[src/isa_pkg.sv]
package isa_pkg;

    // Major opcodes handled by the core
    typedef enum logic [6:0] {
        OPC_OP     = 7'b0110011,
        OPC_OP_IMM = 7'b0010011,
        OPC_LUI    = 7'b0110111,
        OPC_AUIPC  = 7'b0010111,
        OPC_JAL    = 7'b1101111,
        OPC_JALR   = 7'b1100111,
        OPC_BRANCH = 7'b1100011
    } opcode_e;

    // funct3 for OP and OP-IMM
    localparam logic [2:0] F3_ADD_SUB = 3'b000;
    localparam logic [2:0] F3_SLL     = 3'b001;
    localparam logic [2:0] F3_SLT     = 3'b010;
    localparam logic [2:0] F3_SLTU    = 3'b011;
    localparam logic [2:0] F3_XOR     = 3'b100;
    localparam logic [2:0] F3_SRL_SRA = 3'b101;
    localparam logic [2:0] F3_OR      = 3'b110;
    localparam logic [2:0] F3_AND     = 3'b111;

    // funct3 for conditional branches
    localparam logic [2:0] F3_BEQ  = 3'b000;
    localparam logic [2:0] F3_BNE  = 3'b001;
    localparam logic [2:0] F3_BLT  = 3'b100;
    localparam logic [2:0] F3_BGE  = 3'b101;
    localparam logic [2:0] F3_BLTU = 3'b110;
    localparam logic [2:0] F3_BGEU = 3'b111;

    // Selects sub and sra
    localparam logic [6:0] F7_ALT = 7'b0100000;

    typedef enum logic [3:0] {
        ALU_ADD,
        ALU_SUB,
        ALU_AND,
        ALU_OR,
        ALU_XOR,
        ALU_SLT,
        ALU_SLTU,
        ALU_SLL,
        ALU_SRL,
        ALU_SRA
    } alu_op_e;

    typedef struct packed {
        logic [6:0] funct7;
        logic [4:0] rs2;
        logic [4:0] rs1;
        logic [2:0] funct3;
        logic [4:0] rd;
        logic [6:0] opcode;
    } r_fmt_t;

    typedef struct packed {
        logic [11:0] imm;
        logic [4:0]  rs1;
        logic [2:0]  funct3;
        logic [4:0]  rd;
        logic [6:0]  opcode;
    } i_fmt_t;

    // Upper 20 bits of the immediate
    typedef struct packed {
        logic [19:0] imm;
        logic [4:0]  rd;
        logic [6:0]  opcode;
    } u_fmt_t;

    typedef struct packed {
        logic       imm_12;
        logic [5:0] imm_10_5;
        logic [4:0] rs2;
        logic [4:0] rs1;
        logic [2:0] funct3;
        logic [3:0] imm_4_1;
        logic       imm_11;
        logic [6:0] opcode;
    } b_fmt_t;

    typedef struct packed {
        logic       imm_20;
        logic [9:0] imm_10_1;
        logic       imm_11;
        logic [7:0] imm_19_12;
        logic [4:0] rd;
        logic [6:0] opcode;
    } j_fmt_t;

    // One instruction word, viewed per format
    typedef union packed {
        r_fmt_t      r;
        i_fmt_t      i;
        u_fmt_t      u;
        b_fmt_t      b;
        j_fmt_t      j;
        logic [31:0] raw;
    } instr_u;

endpackage

[src/core_pkg.sv]
package core_pkg;

    // Fetched word with the address it came from
    typedef struct packed {
        logic [31:0]     pc;
        isa_pkg::instr_u instr;
    } fetch_entry_t;

    // Change of flow from the execution core
    typedef struct packed {
        logic        valid;
        logic [31:0] target;
    } redirect_t;

    // Architectural trace of one executed instruction
    typedef struct packed {
        logic [31:0] pc;
        logic [4:0]  rd;
        logic        we;
        logic [31:0] data;
    } retire_t;

endpackage

[src/fetch_unit.sv]
module fetch_unit #(
    parameter logic [31:0] RESET_PC = 32'h0001_0000
) (
    input  logic                    clk,
    input  logic                    rst_n,

    // Instruction bus
    output logic [31:0]             iad,
    input  logic [31:0]             idt,
    input  logic                    acki_n,

    // Queue side
    input  logic                    full,
    input  core_pkg::redirect_t     redirect,
    output logic                    push,
    output core_pkg::fetch_entry_t  push_entry
);

    logic [31:0] pc_q;

    // Address always comes straight from the PC register
    assign iad = pc_q;

    // Word is taken only with room in the queue and no flow change
    assign push = !acki_n && !full && !redirect.valid;

    always_comb begin
        push_entry.pc        = pc_q;
        push_entry.instr.raw = idt;
    end

    always_ff @(posedge clk or negedge rst_n) begin
        if (!rst_n) begin
            pc_q <= RESET_PC;
        end else if (redirect.valid) begin
            // Redirect wins over any capture this cycle
            pc_q <= redirect.target;
        end else if (push) begin
            pc_q <= pc_q + 32'd4;
        end
    end

endmodule

[src/instr_queue.sv]
module instr_queue #(
    parameter int QUEUE_DEPTH = 4
) (
    input  logic                    clk,
    input  logic                    rst_n,
    input  logic                    push,
    input  core_pkg::fetch_entry_t  push_entry,
    input  logic                    pop,
    input  logic                    flush,
    output core_pkg::fetch_entry_t  head,
    output logic                    empty,
    output logic                    full
);

    localparam int PTR_W = $clog2(QUEUE_DEPTH);

    core_pkg::fetch_entry_t mem [QUEUE_DEPTH];

    logic [PTR_W-1:0] rd_ptr;
    logic [PTR_W-1:0] wr_ptr;
    logic [PTR_W:0]   count;
    logic             do_push;
    logic             do_pop;

    assign empty   = (count == '0);
    assign full    = (count == (PTR_W+1)'(QUEUE_DEPTH));
    assign do_push = push && !full;
    assign do_pop  = pop && !empty;
    assign head    = mem[rd_ptr];

    always_ff @(posedge clk) begin
        if (do_push) begin
            mem[wr_ptr] <= push_entry;
        end
    end

    // Pointers wrap on their own, depth is a power of two
    always_ff @(posedge clk or negedge rst_n) begin
        if (!rst_n) begin
            rd_ptr <= '0;
            wr_ptr <= '0;
            count  <= '0;
        end else if (flush) begin
            rd_ptr <= '0;
            wr_ptr <= '0;
            count  <= '0;
        end else begin
            if (do_push) begin
                wr_ptr <= wr_ptr + 1'b1;
            end
            if (do_pop) begin
                rd_ptr <= rd_ptr + 1'b1;
            end
            count <= count + {{PTR_W{1'b0}}, do_push} - {{PTR_W{1'b0}}, do_pop};
        end
    end

endmodule

[src/exec_core.sv]
module exec_core (
    input  logic                    clk,
    input  logic                    rst_n,
    input  core_pkg::fetch_entry_t  head,
    input  logic                    empty,
    output logic                    pop,
    output core_pkg::redirect_t     redirect,
    output core_pkg::retire_t       retire,
    output logic                    retire_valid
);

    isa_pkg::instr_u   ins;
    isa_pkg::alu_op_e  alu_op;
    logic [31:0]       pc;
    logic [6:0]        opcode;
    logic [2:0]        funct3;
    logic [4:0]        rd;
    logic [31:0]       regs [32];
    logic [31:0]       rs1_val;
    logic [31:0]       rs2_val;
    logic [31:0]       imm;
    logic [31:0]       alu_b;
    logic [31:0]       alu_res;
    logic [31:0]       link;
    logic [31:0]       target;
    logic [31:0]       wb_data;
    logic              writes_rd;
    logic              we;
    logic              alt;
    logic              br_cond;
    logic              taken;

    assign ins    = head.instr;
    assign pc     = head.pc;
    assign opcode = ins.r.opcode;
    // funct3 and rd sit at the same bits in every format that has them
    assign funct3 = ins.r.funct3;
    assign rd     = ins.r.rd;

    // x0 reads as zero
    assign rs1_val = (ins.r.rs1 == 5'd0) ? 32'd0 : regs[ins.r.rs1];
    assign rs2_val = (ins.r.rs2 == 5'd0) ? 32'd0 : regs[ins.r.rs2];

    // Immediate per format
    always_comb begin
        case (opcode)
            isa_pkg::OPC_OP_IMM, isa_pkg::OPC_JALR:
                imm = {{20{ins.i.imm[11]}}, ins.i.imm};
            isa_pkg::OPC_LUI, isa_pkg::OPC_AUIPC:
                imm = {ins.u.imm, 12'd0};
            isa_pkg::OPC_BRANCH:
                imm = {{20{ins.b.imm_12}}, ins.b.imm_11, ins.b.imm_10_5,
                       ins.b.imm_4_1, 1'b0};
            isa_pkg::OPC_JAL:
                imm = {{12{ins.j.imm_20}}, ins.j.imm_19_12, ins.j.imm_11,
                       ins.j.imm_10_1, 1'b0};
            default:
                imm = 32'd0;
        endcase
    end

    // sub and sra are marked in funct7, the upper bits of an I immediate too
    assign alt = (ins.r.funct7 == isa_pkg::F7_ALT);

    always_comb begin
        case (funct3)
            isa_pkg::F3_ADD_SUB:
                alu_op = (opcode == isa_pkg::OPC_OP && alt) ? isa_pkg::ALU_SUB
                                                            : isa_pkg::ALU_ADD;
            isa_pkg::F3_SLL:     alu_op = isa_pkg::ALU_SLL;
            isa_pkg::F3_SLT:     alu_op = isa_pkg::ALU_SLT;
            isa_pkg::F3_SLTU:    alu_op = isa_pkg::ALU_SLTU;
            isa_pkg::F3_XOR:     alu_op = isa_pkg::ALU_XOR;
            isa_pkg::F3_SRL_SRA: alu_op = alt ? isa_pkg::ALU_SRA : isa_pkg::ALU_SRL;
            isa_pkg::F3_OR:      alu_op = isa_pkg::ALU_OR;
            default:             alu_op = isa_pkg::ALU_AND;
        endcase
    end

    assign alu_b = (opcode == isa_pkg::OPC_OP) ? rs2_val : imm;

    always_comb begin
        case (alu_op)
            isa_pkg::ALU_ADD:  alu_res = rs1_val + alu_b;
            isa_pkg::ALU_SUB:  alu_res = rs1_val - alu_b;
            isa_pkg::ALU_AND:  alu_res = rs1_val & alu_b;
            isa_pkg::ALU_OR:   alu_res = rs1_val | alu_b;
            isa_pkg::ALU_XOR:  alu_res = rs1_val ^ alu_b;
            isa_pkg::ALU_SLT:  alu_res = {31'd0, $signed(rs1_val) < $signed(alu_b)};
            isa_pkg::ALU_SLTU: alu_res = {31'd0, rs1_val < alu_b};
            isa_pkg::ALU_SLL:  alu_res = rs1_val << alu_b[4:0];
            isa_pkg::ALU_SRL:  alu_res = rs1_val >> alu_b[4:0];
            isa_pkg::ALU_SRA:  alu_res = $unsigned($signed(rs1_val) >>> alu_b[4:0]);
            default:           alu_res = 32'd0;
        endcase
    end

    // Branch condition, undefined funct3 never taken
    always_comb begin
        case (ins.b.funct3)
            isa_pkg::F3_BEQ:  br_cond = (rs1_val == rs2_val);
            isa_pkg::F3_BNE:  br_cond = (rs1_val != rs2_val);
            isa_pkg::F3_BLT:  br_cond = ($signed(rs1_val) < $signed(rs2_val));
            isa_pkg::F3_BGE:  br_cond = ($signed(rs1_val) >= $signed(rs2_val));
            isa_pkg::F3_BLTU: br_cond = (rs1_val < rs2_val);
            isa_pkg::F3_BGEU: br_cond = (rs1_val >= rs2_val);
            default:          br_cond = 1'b0;
        endcase
    end

    assign link = pc + 32'd4;

    always_comb begin
        target    = pc + imm;
        taken     = 1'b0;
        writes_rd = 1'b1;
        wb_data   = alu_res;
        case (opcode)
            isa_pkg::OPC_OP, isa_pkg::OPC_OP_IMM: begin
                wb_data = alu_res;
            end
            isa_pkg::OPC_LUI:   wb_data = imm;
            isa_pkg::OPC_AUIPC: wb_data = pc + imm;
            isa_pkg::OPC_JAL: begin
                taken   = 1'b1;
                wb_data = link;
            end
            isa_pkg::OPC_JALR: begin
                target  = (rs1_val + imm) & ~32'd1;
                taken   = 1'b1;
                wb_data = link;
            end
            isa_pkg::OPC_BRANCH: begin
                taken     = br_cond;
                writes_rd = 1'b0;
                wb_data   = 32'd0;
            end
            default: begin
                writes_rd = 1'b0;
                wb_data   = 32'd0;
            end
        endcase
    end

    assign pop = !empty;
    assign we  = writes_rd && (rd != 5'd0);

    // Only a real change of flow flushes the front end
    assign redirect.valid  = pop && taken && (target != link);
    assign redirect.target = target;

    always_ff @(posedge clk) begin
        if (pop && we) begin
            regs[rd] <= wb_data;
        end
    end

    always_ff @(posedge clk) begin
        if (pop) begin
            retire.pc   <= pc;
            retire.rd   <= writes_rd ? rd : 5'd0;
            retire.we   <= we;
            retire.data <= wb_data;
        end
    end

    always_ff @(posedge clk or negedge rst_n) begin
        if (!rst_n) begin
            retire_valid <= 1'b0;
        end else begin
            retire_valid <= pop;
        end
    end

endmodule

[src/core_top.sv]
module core_top #(
    parameter logic [31:0] RESET_PC    = 32'h0001_0000,
    parameter int          QUEUE_DEPTH = 4
) (
    input  logic               clk,
    input  logic               rst_n,

    // Instruction memory
    output logic [31:0]        iad,
    input  logic [31:0]        idt,
    input  logic               acki_n,

    // Trace of executed instructions
    output core_pkg::retire_t  retire,
    output logic               retire_valid
);

    logic                    push;
    logic                    pop;
    logic                    empty;
    logic                    full;
    core_pkg::fetch_entry_t  push_entry;
    core_pkg::fetch_entry_t  head;
    core_pkg::redirect_t     redirect;

    fetch_unit #(
        .RESET_PC(RESET_PC)
    ) fetch0 (
        .clk        (clk),
        .rst_n      (rst_n),
        .iad        (iad),
        .idt        (idt),
        .acki_n     (acki_n),
        .full       (full),
        .redirect   (redirect),
        .push       (push),
        .push_entry (push_entry)
    );

    // A redirect also empties the queue
    instr_queue #(
        .QUEUE_DEPTH(QUEUE_DEPTH)
    ) queue0 (
        .clk        (clk),
        .rst_n      (rst_n),
        .push       (push),
        .push_entry (push_entry),
        .pop        (pop),
        .flush      (redirect.valid),
        .head       (head),
        .empty      (empty),
        .full       (full)
    );

    exec_core exec0 (
        .clk          (clk),
        .rst_n        (rst_n),
        .head         (head),
        .empty        (empty),
        .pop          (pop),
        .redirect     (redirect),
        .retire       (retire),
        .retire_valid (retire_valid)
    );

endmodule

[config.mk]
export PLATFORM = sky130hd
export DESIGN_NAME = core_top
export DESIGN_NICKNAME = d
export VERILOG_FILES = /design/src/isa_pkg.sv /design/src/core_pkg.sv /design/src/fetch_unit.sv /design/src/instr_queue.sv /design/src/exec_core.sv /design/src/core_top.sv
export SDC_FILE = /design/constraint.sdc
export NUM_CORES = 2
export LEC_CHECK = 0
export BUFFER_PORTS_ARGS = -buffer_cell sky130_fd_sc_hd__buf_2
export CELL_PAD_IN_SITES_DETAIL_PLACEMENT = 0
export CELL_PAD_IN_SITES_GLOBAL_PLACEMENT = 1
export CORE_AREA = 10 10 387 389
export DETAILED_ROUTE_END_ITERATION = 8
export DIE_AREA = 0 0 397 399
export PLACE_DENSITY_LB_ADDON = 0.1
export SLEW_MARGIN = 20
export SYNTH_ARGS = -nofsm -noshare
export SYNTH_HDL_FRONTEND = slang
export SYNTH_SLANG_ARGS = --single-unit
[constraint.sdc]
create_clock -name clk -period 13.3 [get_ports clk]
set_input_delay 1.33 -clock clk [delete_from_list [all_inputs] [get_ports clk]]
set_output_delay 1.33 -clock clk [all_outputs]
set_load 0.01 [all_outputs]
## Yosys cells after proc, flatten, opt, wreduce, memory -nomap -nowiden

Memories as Yosys holds them, arrays and structs flattened.
Index checks and enable logic that the tools add are counted.

- Shift-type cells: 3
- Add/subtract/negate cells: 10
- Bitwise gates (word level): 3
- Equal/unequal tests: 29
- Reductions and logical operators: 25
- Magnitude comparators: 6
- Muxes and demuxes: 24

Operators with widths:

| cell | count |
|---|---|
| 32-bit one-hot mux with 10 select lines | 1 |
| 32-bit one-hot mux with 4 select lines | 2 |
| 32-bit 2-to-1 mux | 6 |
| 32-bit less-than comparator | 4 |
| 32-bit adder | 3 |
| 32-bit by 3-bit adder with 32-bit output, second input constant | 2 |
| 32-bit >= comparator | 2 |
| 32-bit != test | 2 |
| 32-bit AND | 1 |
| 32-bit == test | 1 |
| 32-bit OR | 1 |
| 32-bit by 5-bit << shifter with 32-bit output | 1 |
| 32-bit by 5-bit >> shifter with 32-bit output | 1 |
| 32-bit by 5-bit >>> shifter with 32-bit output | 1 |
| 32-bit subtractor | 1 |
| 32-bit XOR | 1 |
| 4-bit one-hot mux with 7 select lines | 1 |
| 7-bit by 6-bit == test with 1-bit output, second input constant | 3 |
| 7-bit == test, second input constant | 3 |
| 4-bit by 3-bit == test with 1-bit output, second input constant | 4 |
| 3-bit == test, second input constant | 5 |
| 7-bit by 5-bit == test with 1-bit output, second input constant | 2 |
| 5-bit logical NOT | 2 |
| 4-bit by 2-bit == test with 1-bit output, second input constant | 2 |
| 21 further kinds | 48 |

- Input bits: 35
- Memory bits (writable): 1280
- Memories kept: 2
- Bits in registers: 110
- Logic and storage cells: 111

Memories:

| memory | words | bits a word | read ports | clocked after memory_dff | write ports | line | text |
|---|---|---|---|---|---|---|---|
| exec0.regs | 32 | 32 | 2 | 0 | 1 | exec_core.sv:18 | `logic [31:0] regs [32];` |
| queue0.mem | 4 | 64 | 1 | 0 | 1 | instr_queue.sv:17 | `core_pkg::fetch_entry_t mem [QUEUE_DEPTH];` |

## Logic depth before layout (Yosys ltp)

An unclocked memory read counts as a cell.

- Depth after elaboration: 14
- Gate-level depth with buffers: 39
- Mapped depth without buffers: 29

## By module

A second synthesis with hierarchy kept.

- Cells, all modules: 5703
- Area total of the unflattened synthesis: 78298.8 um^2

By module, submodules not included:

| module | area an instance (um^2) | cells each | seq. area each (um^2) | times used |
|---|---|---|---|---|
| exec_core | 66253.5 | 5044 | 32876.5 | 1 |
| instr_queue | 9669.3 | 380 | 7862.5 | 1 |
| fetch_unit | 2376.0 | 279 | 802.0 | 1 |

## Worst setup path after synthesis

No wires, ideal clock.

- Path type: register -> register
- Start: reg queue0.rd_ptr[1]
- End: mem queue0.mem[0][0] (netlist name), enable pin
- Library setup time: 0.429 ns
- Required time: 12.871 ns
- Period minus slack after synthesis: 10.050 ns
- Stages on the path, launching flop included: 30
- Path slack: 3.250 ns
- Arrival: 9.621 ns
- Cell sequence: dfrtp_1 clkbuf_1 buf_2 mux4_2 buf_2 buf_2 buf_1 buf_2 mux4_2 mux2i_1 o221ai_1 o21ai_0 inv_1 ha_1 a21o_1 a221oi_1 a21bo_2 a2111oi_0 a21oi_1 a21bo_2 a21o_1 a211o_1 o21ai_0 xor2_1 xor2_1 o32a_1 or4_1 o31ai_4 buf_6 and3_1

- Longest elaborated chain between the ends: 13
- Elaborated cells between the ends (all ways): 42

RTL lines:

| element | line | text |
|---|---|---|
| from (decl) | instr_queue.sv:19 | `logic [PTR_W-1:0] rd_ptr;` |
| from (signal assigned) | instr_queue.sv:52 | `rd_ptr <= rd_ptr + 1'b1;` |
| memory 4 x 64 bit * | - |  |
| memory 32 x 32 bit (tied with other cells) | - |  |
| 32-bit 2-to-1 mux (tied with other cells) | exec_core.sv:41 | `assign rs1_val = (ins.r.rs1 == 5'd0) ? 32'd0 : regs[ins.r.rs1];` |
| 32-bit >= comparator (tied with other cells) | exec_core.sv:106 | `isa_pkg::F3_BGEU: br_cond = (rs1_val >= rs2_val);` |
| 1-bit one-hot mux with 6 select lines (tied with other cells) | exec_core.sv:100 | `case (ins.b.funct3)` |
| 1-bit one-hot mux with 2 select lines / 32-bit 2-to-1 mux (equally long branches) | exec_core.sv:118 | `case (opcode)` |
| 1-bit logical AND / 32-bit != test (equally long branches) | exec_core.sv:149 | `assign redirect.valid = pop && taken && (target != link);` |
| 1-bit logical AND * | exec_core.sv:149 |  |
| 1-bit logical NOT * | fetch_unit.sv:25 | `assign push = !acki_n && !full && !redirect.valid;` |
| 1-bit logical AND * | fetch_unit.sv:25 |  |
| 1-bit logical AND * | instr_queue.sv:27 | `assign do_push = push && !full;` |
| 1-bit 2-to-1 mux * | instr_queue.sv:32 | `if (do_push) begin` |
| 1-bit 2-to-1 mux (implied by the code) * | instr_queue.sv:33 | `mem[wr_ptr] <= push_entry;` |
| to (decl) | instr_queue.sv:17 |  |

Every way passes the cells marked *; elsewhere a longest branch is shown, timed or not.

## Final worst setup path

- Start: reg queue0.rd_ptr[0]
- End: reg queue0.count[2]

- Longest elaborated chain between the ends: 14
- Elaborated cells between the ends (all ways): 43

RTL lines:

| element | line | text |
|---|---|---|
| memory 4 x 64 bit * | - |  |
| memory 32 x 32 bit (tied with other cells) | - |  |
| 32-bit 2-to-1 mux (tied with other cells) | exec_core.sv:41 |  |
| 32-bit >= comparator (tied with other cells) | exec_core.sv:106 |  |
| 1-bit one-hot mux with 6 select lines (tied with other cells) | exec_core.sv:100 |  |
| 1-bit one-hot mux with 2 select lines / 32-bit 2-to-1 mux (equally long branches) | exec_core.sv:118 |  |
| 1-bit logical AND / 32-bit != test (equally long branches) | exec_core.sv:149 |  |
| 1-bit logical AND * | exec_core.sv:149 |  |
| 1-bit logical NOT | fetch_unit.sv:25 |  |
| 1-bit logical AND | fetch_unit.sv:25 |  |
| 1-bit logical AND | instr_queue.sv:27 |  |
| 3-bit by 1-bit adder with 3-bit output | instr_queue.sv:54 | `count <= count + {{PTR_W{1'b0}}, do_push} - {{PTR_W{1'b0}}, do_pop};` |
| 3-bit by 1-bit subtractor with 3-bit output | instr_queue.sv:54 |  |
| 3-bit 2-to-1 mux * | instr_queue.sv:43 | `end else if (flush) begin` |
| to (signal assigned) | instr_queue.sv:54 |  |
| to (decl) | instr_queue.sv:21 | `logic [PTR_W:0] count;` |

Marked as above.
A chain may end at the register's enable or synchronous reset.

==> flow_summary.html <==
<table>
<tr><th>Metric</th><th>Value</th></tr>
<tr><th colspan="2">Run status</th></tr>
<tr><td>Outcome</td><td>finished, final reports clean</td></tr>
<tr><th colspan="2">Synthesis</th></tr>
<tr><td>Mux share of post-synthesis cell area</td><td>22.6%</td></tr>
<tr><td>Top area cells in the synthesized netlist</td><td>sky130_fd_sc_hd__edfxtp_1, sky130_fd_sc_hd__mux4_2, sky130_fd_sc_hd__mux2i_1</td></tr>
<tr><td>Post-synthesis share of cell area spent on full adders, half adders and majority gates</td><td>3.38%</td></tr>
<tr><td>Number of flops mapped to enable cells by yosys</td><td>1350</td></tr>
<tr><td>Most numerous cell in the Yosys netlist</td><td>sky130_fd_sc_hd__edfxtp_1</td></tr>
<tr><td>Proportion of synthesized flip-flops having asynchronous set or reset</td><td>2.88%</td></tr>
<tr><td>Compound-cell area share of the yosys netlist</td><td>8.57%</td></tr>
<tr><td>Share of synthesized area occupied by flip-flops and latches</td><td>54.6%</td></tr>
<tr><td>Yosys top cell area share</td><td>53.2%</td></tr>
<tr><td>Most area-hungry cell type in the Yosys netlist</td><td>sky130_fd_sc_hd__edfxtp_1</td></tr>
<tr><td>Area share of xor/xnor cells in the synthesized design</td><td>1.83%</td></tr>
<tr><td>Synth Area in Simple Gates</td><td>6.45%</td></tr>
<tr><td>Largest family of logic cells by synthesized area</td><td>multiplexers</td></tr>
<tr><td>Synthesized instance count</td><td>5241</td></tr>
<tr><td>Number of distinct library cells after synthesis</td><td>88</td></tr>
<tr><td>Most instantiated flip-flop cell in the synthesis netlist</td><td>sky130_fd_sc_hd__edfxtp_1</td></tr>
<tr><td>Cell Area, Synth</td><td>76100 um^2</td></tr>
<tr><td>Average size of a mapped cell</td><td>14.5 um^2</td></tr>
<tr><td>Most instantiated cells after synthesis</td><td>sky130_fd_sc_hd__edfxtp_1, sky130_fd_sc_hd__mux4_2, sky130_fd_sc_hd__nor2_1, sky130_fd_sc_hd__nand2_1, sky130_fd_sc_hd__mux2i_1</td></tr>
<tr><td>Post-synthesis sequential element count</td><td>1390</td></tr>
<tr><td>Number of warnings printed during yosys synthesis</td><td>0</td></tr>
<tr><th colspan="2">Place</th></tr>
<tr><td>HPWL after detailed placement</td><td>182000 um</td></tr>
<tr><td>Number of buffers inserted by port buffering</td><td>137</td></tr>
<tr><td>RD Place Congestion</td><td>1.05</td></tr>
<tr><th colspan="2">Route</th></tr>
<tr><td>1st-pass router iterations</td><td>8</td></tr>
<tr><td>Starting DRT DRC Count</td><td>7029</td></tr>
<tr><td>Routed length per placed instance</td><td>36.7 um</td></tr>
<tr><td>Antenna viol nets, final</td><td>0</td></tr>
<tr><td>Number of DRC violations after detailed routing</td><td>0</td></tr>
<tr><td>Count of vias placed by the detailed router</td><td>52.2k</td></tr>
<tr><td>Post-detailed-route via-to-cell ratio</td><td>7.02</td></tr>
<tr><td>Total wire length after detailed routing</td><td>273000 um</td></tr>
<tr><th colspan="2">Final layout</th></tr>
<tr><td>Fraction of final layout cells sized beyond drive strength 1</td><td>23.9%</td></tr>
<tr><td>Fill cell instance count of the final layout</td><td>10.9k</td></tr>
<tr><td>Area growth, synth to finish</td><td>11.3%</td></tr>
<tr><td>Fin nets</td><td>5650</td></tr>
<tr><th colspan="2">Clock network</th></tr>
<tr><td>Clock tree root driver cell</td><td>sky130_fd_sc_hd__clkbuf_16</td></tr>
<tr><td>Clock Sinks</td><td>1390</td></tr>
<tr><td>Post-CTS Setup Inserts</td><td>0</td></tr>
<tr><td>Cts bufs inserted</td><td>146</td></tr>
<tr><td>Worst-path clk slew</td><td>0.06 ns</td></tr>
<tr><td>H-tree levels</td><td>4</td></tr>
<tr><td>Hold-fix buffers, CTS</td><td>0</td></tr>
<tr><td>Clock tree from TritonCTS</td><td>done</td></tr>
<tr><td>Resized cells post-CTS</td><td>0</td></tr>
<tr><td>Maximum count of clock buffers along a single path</td><td>3</td></tr>
<tr><td>Worst skew pair latency</td><td>0.82 ns</td></tr>
<tr><th colspan="2">Die</th></tr>
<tr><td>Core Area</td><td>142000 um^2</td></tr>
<tr><td>Standard-cell row count</td><td>139</td></tr>
<tr><td>Overall die area</td><td>158000 um^2</td></tr>
<tr><td>Chip Width</td><td>397 um</td></tr>
<tr><td>Effective utilization at floorplan</td><td>53.5%</td></tr>
<tr><td>Count of boundary I/O pins</td><td>138</td></tr>
<tr><td>Die Height</td><td>399 um</td></tr>
<tr><th colspan="2">Worst setup path</th></tr>
<tr><td>Reg-to-reg critical path endpoint</td><td>queue0.count[2]</td></tr>
<tr><td>Crit-path slowest cell</td><td>sky130_fd_sc_hd__mux4_4</td></tr>
<tr><td>Arrival time reported for the critical path endpoint</td><td>11.10 ns</td></tr>
<tr><td>Worst reg2reg startpoint</td><td>queue0.rd_ptr[0]</td></tr>
<tr><td>Worst Setup Start Kind</td><td>flip-flop</td></tr>
<tr><td>Critical path required time</td><td>13.99 ns</td></tr>
<tr><td>Worst Reg2Reg Path Length in Cells</td><td>29</td></tr>
<tr><td>Worst path max stage delay</td><td>0.93 ns</td></tr>
<tr><td>Category of the worst setup path capture point</td><td>flip-flop</td></tr>
<tr><td>Crit path kind</td><td>flip-flop to flip-flop</td></tr>
<tr><td>Worst-path maximum fanout</td><td>72</td></tr>
<tr><td>Setup slack of the most critical reg-to-reg path</td><td>2.89 ns</td></tr>
<tr><th colspan="2">Global route</th></tr>
<tr><td>M3 GR Usage</td><td>6.46%</td></tr>
<tr><td>Number of antenna violations at the first check in global routing</td><td>16</td></tr>
<tr><td>Total GRT Usage</td><td>34.1%</td></tr>
<tr><td>Number of global-route vias before repair</td><td>50.7k</td></tr>
<tr><td>Wire length of the first global-routing pass</td><td>385000 um</td></tr>
<tr><td>Most utilized layer in the global route result</td><td>met2</td></tr>
<tr><td>Global routing met2 resource utilization</td><td>53.7%</td></tr>
<tr><td>Total gr overflow</td><td>0</td></tr>
<tr><td>Met1 Usage GRT</td><td>46.5%</td></tr>
<tr><td>Pin count of the biggest net entering global routing</td><td>108</td></tr>
<tr><th colspan="2">Min path</th></tr>
<tr><td>Worst min-delay path class</td><td>input pin to async pin</td></tr>
<tr><th colspan="2">STA</th></tr>
<tr><td>Tcrit/Tclk final</td><td>78.3%</td></tr>
<tr><td>Final setup violation count</td><td>0</td></tr>
<tr><td>Sum of negative setup slack</td><td>0 ns</td></tr>
<tr><td>Unrepaired setup endpoints after global routing</td><td>false</td></tr>
<tr><td>Headroom to the max-slew limit</td><td>16.5%</td></tr>
<tr><td>Max frequency</td><td>0.0961 GHz</td></tr>
<tr><td>Max-slew violations</td><td>0</td></tr>
<tr><td>Final critical delay including setup and external delays</td><td>10.41 ns</td></tr>
<tr><td>Transition time at the pin with the least slew margin</td><td>1.24 ns</td></tr>
<tr><td>Worst slack on hold paths</td><td>0.527 ns</td></tr>
<tr><td>Skew final</td><td>0.0552 ns</td></tr>
<tr><td>Total count of hold-check failures in the final report</td><td>0</td></tr>
<tr><th colspan="2">Flow run</th></tr>
<tr><td>Number of max-cap violations</td><td>0</td></tr>
</table>
-- sequential cells by signal (all words and copies together) (netlist names) --
name	cells
queue0.rd_ptr	2
queue0.count	3
queue0.wr_ptr	2
exec0.retire	70
queue0.mem	256
fetch0.iad	32
exec0.regs	1024
exec0.retire_valid	1
-- routing by layer --
layer / vias to the layer above / part of all wire, %
li1: 21391 / -
met1: 26973 / 38
met2: 3199 / 47
met3: 612 / 10
met4: 6 / 5.2
met5: - / 0.014
-- worst max path at each step --
stage / start / endpoint / cells past startpoint
final: queue0.rd_ptr[0] / queue0.count[2] / 29
after detailed placement: queue0.rd_ptr[0] / queue0.mem[1][19] / 25
after floorplan: queue0.rd_ptr[1] / queue0.mem[0][0] / 29
after global routing: queue0.rd_ptr[0] / queue0.count[2] / 30
after global placement: queue0.rd_ptr[0] / queue0.count[2] / 30
after CTS: queue0.rd_ptr[0] / queue0.count[2] / 30
-- worst max-delay path, delay by kind of cell (launching register included) --
kind / cells / cell delay, ns
compound gates: 9 / 3.25
xor+xnor: 3 / 0.39
fa+ha+maj: 3 / 1.04
buf+inv: 4 / 1.14
flops: 1 / 0.86
mux: 4 / 1.82
simple gates: 6 / 1.53
-- layout make-up --
class                           count  area [um^2]  area share, %
Antenna cell                        3         7.51        0.00886
Sequential cell                  1390        41500           49.0
Timing Repair Buffer              324         2240           2.65
Multi-Input combinational cell   3396        33200           39.2
Clock buffer                      183         3810           4.50
Inverter                          154          588          0.694
Tap cell                         1903         2380           2.81
Clock inverter                     85          900           1.06
-- cell usage in the layout, fill, tap and decap left out, types with 86 or more instances in the layout --
cell type                   instances
sky130_fd_sc_hd__ha_1             198
sky130_fd_sc_hd__buf_2            136
sky130_fd_sc_hd__a21oi_1          265
sky130_fd_sc_hd__buf_4            176
sky130_fd_sc_hd__o21ai_0          183
sky130_fd_sc_hd__nand2_1          302
sky130_fd_sc_hd__mux4_2           622
sky130_fd_sc_hd__clkbuf_16        146
sky130_fd_sc_hd__inv_1            146
sky130_fd_sc_hd__nor2_1           334
sky130_fd_sc_hd__mux2i_1          287
sky130_fd_sc_hd__a21o_1            86
sky130_fd_sc_hd__edfxtp_1        1350
sky130_fd_sc_hd__xnor2_1           92
-- metrics by stage --
stage	cells	cell area [um^2]	setup slack [ns]	util, %
floorplan	5272	76300	3.25	-
global placement	7167	80000	2.73	56.2
detailed placement	7167	80000	2.85	56.2
CTS	7435	84700	2.84	59.5
global route	7435	84700	2.14	59.5
finish	7438	84700	2.89	59.5
-- cell families after synthesis --
kind of cell / after synthesis
buffers and inverters: 486
muxes: 936
adders and majority gates: 203
AOI/OAI and AO/OA: 998
and+or+nand+nor: 1068
DFF: 1390
xor gates and xnor gates: 159
other: 1
Power is not shown: default switching activity piles up to over one toggle a cycle in this logic, so the estimate is an artifact.
